===== config.mk =====
export PLATFORM = sky130hd
export DESIGN_NAME = stat_top
export DESIGN_NICKNAME = d
export VERILOG_FILES = /design/src/stat_pkg.sv /design/src/stat_top.sv /design/src/stat_csr_slave.sv /design/src/stat_watermark.sv /design/src/stat_event_counters.sv
export SDC_FILE = /design/constraint.sdc
export NUM_CORES = 1
export LEC_CHECK = 0
export BUFFER_PORTS_ARGS = -buffer_cell sky130_fd_sc_hd__buf_2
export CORE_MARGIN = 2
export CORE_UTILIZATION = 35
export DETAILED_ROUTE_END_ITERATION = 16
export PLACE_DENSITY = 0.59
export SYNTH_ARGS = -nofsm -noshare
export SYNTH_HDL_FRONTEND = slang
export SYNTH_SLANG_ARGS = --single-unit

===== constraint.sdc =====
create_clock -name clk_status -period 4.74 [get_ports clk_status]
set_input_delay 0.237 -clock clk_status [delete_from_list [all_inputs] [get_ports clk_status]]
set_output_delay 0.237 -clock clk_status [all_outputs]
set_load 0.03 [all_outputs]

===== src/stat_pkg.sv =====
package stat_pkg;

    // Status data word, also the width of every counter
    typedef logic [31:0] stat_word_t;

    //////////////////////////////
    // Status bus
    //////////////////////////////
    localparam int STAT_ADDR_W = 30;

    // Block-select field at the top of the address
    localparam int STAT_AWIDTH = 4;
    localparam logic [STAT_AWIDTH-1:0] TOP_REG = 4'h0;

    typedef logic [7:0] stat_idx_t;

    localparam stat_word_t REG_UNMAPPED = 32'h0000_0345;

    //////////////////////////////
    // Register map
    //////////////////////////////
    localparam stat_idx_t IDX_IN_PKT      = 8'd0;
    localparam stat_idx_t IDX_OUT_PKT     = 8'd1;
    localparam stat_idx_t IDX_META        = 8'd2;
    localparam stat_idx_t IDX_PKT_ETH     = 8'd3;
    localparam stat_idx_t IDX_PKT_DROP    = 8'd4;
    localparam stat_idx_t IDX_PKT_PCIE    = 8'd5;
    localparam stat_idx_t IDX_MAX_PARSER  = 8'd6;
    localparam stat_idx_t IDX_MAX_FD_OUT  = 8'd7;
    localparam stat_idx_t IDX_MAX_DM2PCIE = 8'd8;
    localparam stat_idx_t IDX_DMA_PKT     = 8'd9;

    // Packet class carried with the metadata
    typedef enum logic [1:0] {
        PKT_ETH  = 2'd0,
        PKT_DROP = 2'd1,
        PKT_PCIE = 2'd2,
        PKT_RSVD = 2'd3
    } pkt_flags_t;

    typedef struct packed {
        logic       in_eop;
        logic       out_eop;
        logic       meta_valid;
        pkt_flags_t meta_flags;
        logic       dma_update;
    } stat_events_t;

    localparam int LEVEL_W_DEF = 16;

    // FIFO fill levels
    typedef struct packed {
        logic [LEVEL_W_DEF-1:0] parser_lvl;
        logic [LEVEL_W_DEF-1:0] fd_out_lvl;
        logic [LEVEL_W_DEF-1:0] dm2pcie_lvl;
    } stat_levels_t;

    typedef struct packed {
        stat_word_t in_pkt;
        stat_word_t out_pkt;
        stat_word_t meta;
        stat_word_t pkt_eth;
        stat_word_t pkt_drop;
        stat_word_t pkt_pcie;
        stat_word_t dma_pkt;
    } stat_counts_t;

    typedef struct packed {
        stat_word_t max_parser;
        stat_word_t max_fd_out;
        stat_word_t max_dm2pcie;
    } stat_marks_t;

endpackage

===== src/stat_top.sv =====
`timescale 1ns/1ps

module stat_top #(
    parameter int LEVEL_W = stat_pkg::LEVEL_W_DEF
) (
    input  logic                             clk_status,
    input  logic                             rst,

    // Event strobes and FIFO fill levels
    input  stat_pkg::stat_events_t           events,
    input  stat_pkg::stat_levels_t           levels,

    // Status bus
    input  logic [stat_pkg::STAT_ADDR_W-1:0] status_addr,
    input  logic                             status_read,
    input  logic                             status_write,
    input  stat_pkg::stat_word_t             status_writedata,
    output stat_pkg::stat_word_t             status_readdata,
    output logic                             status_readdata_valid
);
    import stat_pkg::*;

    stat_counts_t counts;
    stat_marks_t  marks;

    //////////////////////////////
    // Statistics
    //////////////////////////////
    stat_event_counters i_stat_event_counters (
        .clk_status (clk_status),
        .rst        (rst),
        .events     (events),
        .counts     (counts)
    );

    stat_watermark #(
        .LEVEL_W (LEVEL_W)
    ) i_stat_watermark (
        .clk_status (clk_status),
        .rst        (rst),
        .levels     (levels),
        .marks      (marks)
    );

    //////////////////////////////
    // Read port
    //////////////////////////////
    stat_csr_slave i_stat_csr_slave (
        .clk_status            (clk_status),
        .rst                   (rst),
        .counts                (counts),
        .marks                 (marks),
        .status_addr           (status_addr),
        .status_read           (status_read),
        .status_write          (status_write),
        .status_writedata      (status_writedata),
        .status_readdata       (status_readdata),
        .status_readdata_valid (status_readdata_valid)
    );

endmodule


===== src/stat_csr_slave.sv =====
`timescale 1ns/1ps

module stat_csr_slave (
    input  logic                             clk_status,
    input  logic                             rst,
    input  stat_pkg::stat_counts_t           counts,
    input  stat_pkg::stat_marks_t            marks,
    input  logic [stat_pkg::STAT_ADDR_W-1:0] status_addr,
    input  logic                             status_read,
    input  logic                             status_write,
    input  stat_pkg::stat_word_t             status_writedata,
    output stat_pkg::stat_word_t             status_readdata,
    output logic                             status_readdata_valid
);
    import stat_pkg::*;

    logic                   read_r;
    stat_idx_t              idx_r;
    logic [STAT_AWIDTH-1:0] sel_r;

    logic                   hit;
    stat_word_t             map_word;

    logic                   valid_top;
    stat_word_t             data_top;

    //////////////////////////////
    // Stage 1: bus capture
    //////////////////////////////
    always_ff @(posedge clk_status) begin
        if (rst) begin
            read_r <= 1'b0;
        end else begin
            read_r <= status_read;
        end
    end

    always_ff @(posedge clk_status) begin
        idx_r <= status_addr[7:0];
        sel_r <= status_addr[STAT_ADDR_W-1 -: STAT_AWIDTH];
    end

    //////////////////////////////
    // Stage 2: decode and select
    //////////////////////////////
    assign hit = read_r && (sel_r == TOP_REG);

    always_comb begin
        case (idx_r)
            IDX_IN_PKT:      map_word = counts.in_pkt;
            IDX_OUT_PKT:     map_word = counts.out_pkt;
            IDX_META:        map_word = counts.meta;
            IDX_PKT_ETH:     map_word = counts.pkt_eth;
            IDX_PKT_DROP:    map_word = counts.pkt_drop;
            IDX_PKT_PCIE:    map_word = counts.pkt_pcie;
            IDX_MAX_PARSER:  map_word = marks.max_parser;
            IDX_MAX_FD_OUT:  map_word = marks.max_fd_out;
            IDX_MAX_DM2PCIE: map_word = marks.max_dm2pcie;
            IDX_DMA_PKT:     map_word = counts.dma_pkt;
            default:         map_word = REG_UNMAPPED;
        endcase
    end

    always_ff @(posedge clk_status) begin
        if (rst) begin
            valid_top <= 1'b0;
        end else begin
            valid_top <= hit;
        end
    end

    always_ff @(posedge clk_status) begin
        if (hit) begin
            data_top <= map_word;
        end
    end

    //////////////////////////////
    // Stage 3: output
    //////////////////////////////
    always_ff @(posedge clk_status) begin
        if (rst) begin
            status_readdata_valid <= 1'b0;
        end else begin
            status_readdata_valid <= valid_top;
        end
    end

    // Data holds between answers
    always_ff @(posedge clk_status) begin
        if (valid_top) begin
            status_readdata <= data_top;
        end
    end

endmodule


===== src/stat_watermark.sv =====
`timescale 1ns/1ps

module stat_watermark #(
    parameter int LEVEL_W = stat_pkg::LEVEL_W_DEF
) (
    input  logic                   clk_status,
    input  logic                   rst,
    input  stat_pkg::stat_levels_t levels,
    output stat_pkg::stat_marks_t  marks
);
    import stat_pkg::*;

    localparam int NUM_LVL = 3;

    logic [LEVEL_W-1:0] lvl     [NUM_LVL];
    logic [LEVEL_W-1:0] max_lvl [NUM_LVL];

    // Levels resized to the tracked width
    assign lvl[0] = LEVEL_W'(levels.parser_lvl);
    assign lvl[1] = LEVEL_W'(levels.fd_out_lvl);
    assign lvl[2] = LEVEL_W'(levels.dm2pcie_lvl);

    // Running maximum, follows only a higher level
    always_ff @(posedge clk_status) begin
        for (int i = 0; i < NUM_LVL; i++) begin
            if (rst) begin
                max_lvl[i] <= '0;
            end else if (lvl[i] > max_lvl[i]) begin
                max_lvl[i] <= lvl[i];
            end
        end
    end

    // Zero-extended onto the status word
    assign marks.max_parser  = stat_word_t'(max_lvl[0]);
    assign marks.max_fd_out  = stat_word_t'(max_lvl[1]);
    assign marks.max_dm2pcie = stat_word_t'(max_lvl[2]);

endmodule


===== src/stat_event_counters.sv =====
`timescale 1ns/1ps

module stat_event_counters (
    input  logic                   clk_status,
    input  logic                   rst,
    input  stat_pkg::stat_events_t events,
    output stat_pkg::stat_counts_t counts
);
    import stat_pkg::*;

    logic cls_eth;
    logic cls_drop;
    logic cls_pcie;

    //////////////////////////////
    // Class decode
    //////////////////////////////
    always_comb begin
        cls_eth  = 1'b0;
        cls_drop = 1'b0;
        cls_pcie = 1'b0;
        if (events.meta_valid) begin
            case (events.meta_flags)
                PKT_ETH:  cls_eth  = 1'b1;
                PKT_DROP: cls_drop = 1'b1;
                PKT_PCIE: cls_pcie = 1'b1;
                // Reserved class only counts in the total
                default:  ;
            endcase
        end
    end

    //////////////////////////////
    // Counters
    //////////////////////////////
    always_ff @(posedge clk_status) begin
        if (rst) begin
            counts <= '0;
        end else begin
            if (events.in_eop) begin
                counts.in_pkt <= counts.in_pkt + 32'd1;
            end

            if (events.out_eop) begin
                counts.out_pkt <= counts.out_pkt + 32'd1;
            end

            if (events.meta_valid) begin
                counts.meta <= counts.meta + 32'd1;
            end

            if (cls_eth) begin
                counts.pkt_eth <= counts.pkt_eth + 32'd1;
            end

            if (cls_drop) begin
                counts.pkt_drop <= counts.pkt_drop + 32'd1;
            end

            if (cls_pcie) begin
                counts.pkt_pcie <= counts.pkt_pcie + 32'd1;
            end

            // One per ring-buffer update
            if (events.dma_update) begin
                counts.dma_pkt <= counts.dma_pkt + 32'd1;
            end
        end
    end

endmodule


==> results_dict.tcl <==
set metrics [dict create \
    status "complete, no violations" \
    p_leak_nw 7.070 \
    dpl_cell_area_um2 19060 \
    slew_headroom 0.2101 \
    layout-drive-gt1-share 0.1236 \
    n_antenna_cell 0 \
    grt_pass1_wl_um 82030 \
    ys_ff_latch 351 \
    netlist.area_leader.share 0.2677 \
    crit_slowest_cell "o21bai_1" \
    fin_area_um2 20600 \
    cp.arrival_ns 3.30 \
    synth_edf_count 112 \
    cap_viol_max_count 0 \
    die_x_um 230.0 \
    fp-row-count 82 \
    worstHoldPathType "input port to register" \
    initial_core_util 0.3555 \
    clock_sinks 351 \
    grt_usage 0.1981 \
    ys_warn_count 0 \
    ys_top_cells_by_count "dfxtp_1, nor2_1, nand2_1, edfxtp_1, xor2_1" \
    via_per_inst 5.506 \
    ff_latch_area_um2 8153 \
    rsz0062_at_grt "no" \
    final_nets 2174 \
    multi_input_area_um2 9042 \
    syn_area_um2 17870 \
    synth_cells 1904 \
    cts_setup_buffers 0 \
    firstDrtPassIters 7 \
    synth_area_leader_cell "dfxtp_1" \
    setup_viol 0 \
    io_buffers 101 \
    clock_latency_ns 0.56 \
    end_kind "register" \
    ys_types 76 \
    dieArea_um2 52890 \
    crit_chain "inv_1, ha_1, nand4_1, or4_1, a21oi_1, nor4_2, o21bai_1, buf_4" \
    clkTransAtPathRegs_ns 0.06 \
    core_um2 50270 \
    worst_slew_pin_slew_ns 1.176 \
    drt_iter0_drc 1422 \
    crit_type "register to register" \
    finalClockSkew_ns 0.02901 \
    drcViolationCount 0 \
    synth_most_common_cell "dfxtp_1" \
    via_count 14880 \
    fill_cells 4967 \
    die_h_um 230.0 \
    numCtsBuffers 39 \
    synthArstFlopShare 0 \
    grt_max_degree 198 \
    fin_crit_sh 0.6425 \
    cts_tree "yes" \
    fmaxAchievable_mhz 328.4 \
    start_kind "register" \
    cts-root-buf "clkbuf_16" \
    antenna_found_initial 0 \
    fin_crit_ns 3.045 \
    postRouteAntennaNets 0 \
    synth_area_per_cell_um2 9.387 \
    critPathLaunch "i_stat_watermark.max_lvl[1][13]" \
    totalWireLength_um 53080 \
    avgRoutedWirePerCell_um 19.65 \
    cp_data_required_time_ns 4.99 \
    cp_slowest_stage_delay_ns 0.74 \
    cts_buffer_depth 3 \
    slew_viol_final 0 \
    timing.rr.start "i_stat_watermark.max_lvl[1][13]" \
    power_density_nw_per_um2 348.8 \
    synth_nets 2079 \
    cp_max_fo 9 \
    area_growth_syn_to_layout_pct 15.25 \
    synth_area_leaders "dfxtp_1, edfxtp_1, xor2_1" \
    h-tree-depth 2 \
    grt_overflow_total 0 \
    ir_worst_vdd_mv 0.1974 \
    ys_seq_area_frac 0.4559 \
    timing_hold_violations_final 0 \
    boundaryPins 153 \
    place_congestion 0.9232 \
    synth_ff_type "dfxtp_1" \
    hp-start "levels[40]" \
    grt_pass1_vias 14260 \
    dp_hpwl_um 38810 \
    fin_setup_tns_ns 0 \
]
==> report_power, final <==
| group | switching [mW] | internal [mW] | leakage (nW) | total [mW] |
|---|---|---|---|---|
| registers | 0.141 | 3.26 | 2.95 | 3.40 |
| clock network | 1.26 | 1.85 | 0.649 | 3.11 |
| logic | 0.419 | 0.263 | 3.47 | 0.682 |
==> timing repair <==
item                      4_1_cts  5_1_grt
hold endpoints to repair       22        0
hold buffers                   22        0
gates resized for setup         0        0
==> flip-flops by register name, summed over array words and instances (netlist names) <==
signal and cells:
i_stat_csr_slave.status_readdata 32, i_stat_csr_slave.read_r 1, i_stat_csr_slave.idx_r 8, i_stat_watermark.max_lvl 48
i_stat_csr_slave.data_top 32, i_stat_csr_slave.status_readdata_valid 1, i_stat_csr_slave.sel_r 4, i_stat_csr_slave.valid_top 1
i_stat_event_counters.counts 224
==> worst paths after layout <==
kind	to	slack, ns	depth (start not counted)
worst max-delay path	i_stat_watermark.max_lvl[1][7]	1.69	8
worst min-delay path	i_stat_watermark.max_lvl[0][8]	0.02	2
worst max register to register	i_stat_watermark.max_lvl[1][7]	1.69	8
worst min register to register	i_stat_csr_slave.status_readdata[18]	0.41	0
==> cells in the final DEF, fill, tap and decap left out, types with 13 or more instances in the layout <==
cell type	instances
a21oi_1	72
a22oi_1	37
a31oi_1	13
and2_1	22
and3_1	32
and4_1	27
buf_2	100
buf_4	29
clkbuf_16	41
dfxtp_1	237
dlygate4sd3_1	22
edfxtp_1	112
ha_1	55
inv_1	73
mux2_2	13
mux2i_1	43
nand2_1	133
nand3_1	100
nand4_1	86
nor2_1	222
nor3_1	35
nor4_1	23
nor4b_1	31
o21ai_0	87
or3_1	38
xnor2_1	74
xor2_1	106
==> layer usage <==
layer	track usage	up-vias	share of wire
met1	0.2737	7204	0.45
met3	0.03237	84	0.067
met5	0	-	0
met2	0.3131	514	0.45
li1	-	7074	-
met4	0.06875	0	0.033
==> area by class of cell <==
class                           count  area share
Tap cell                          672     0.04082
Inverter                           73     0.01330
Multi-Input combinational cell   1381      0.4390
Timing Repair Buffer              153     0.04720
Clock inverter                     10    0.005649
Sequential cell                   351      0.3958
Clock buffer                       62     0.05825
==> per-stage QoR <==
step / worst slack [ns] / cells / hold slack, ns / power, mW / utilization
2_1_floorplan: 1.846 / 1904 / 0.2647 / 3.832 / -
4_1_cts: 1.696 / 2702 / 0.003474 / 7.247 / 0.4097
3_3_place_gp: 1.778 / 2608 / 0.3398 / 4.103 / 0.3792
3_5_place_dp: 1.713 / 2608 / 0.3418 / 4.120 / 0.3792
6_report: 1.695 / 2702 / 0.01504 / 7.186 / 0.4097
5_1_grt: 1.538 / 2702 / 0.01227 / 7.476 / 0.4097
==> logic make-up after synthesis <==
logic type	count (synthesis)	share of synthesized area
xor gates and xnor gates	180	0.08820
and+or+nand+nor	820	0.2502
DFF	351	0.4559
muxes	59	0.03605
buffers and inverters	172	0.03941
AOI/OAI and AO/OA	267	0.09178
adders and majority gates	55	0.03850
==> worst max-delay path: cells and delay by family (launching register included) <==
family,cells,cell delay [ns]
compound gates,2,0.92
fa+ha+maj,1,0.30
buf+inv,2,0.38
flops,1,0.42
simple gates,3,0.73
No activity file was read; power rests on OpenSTA's default activity.
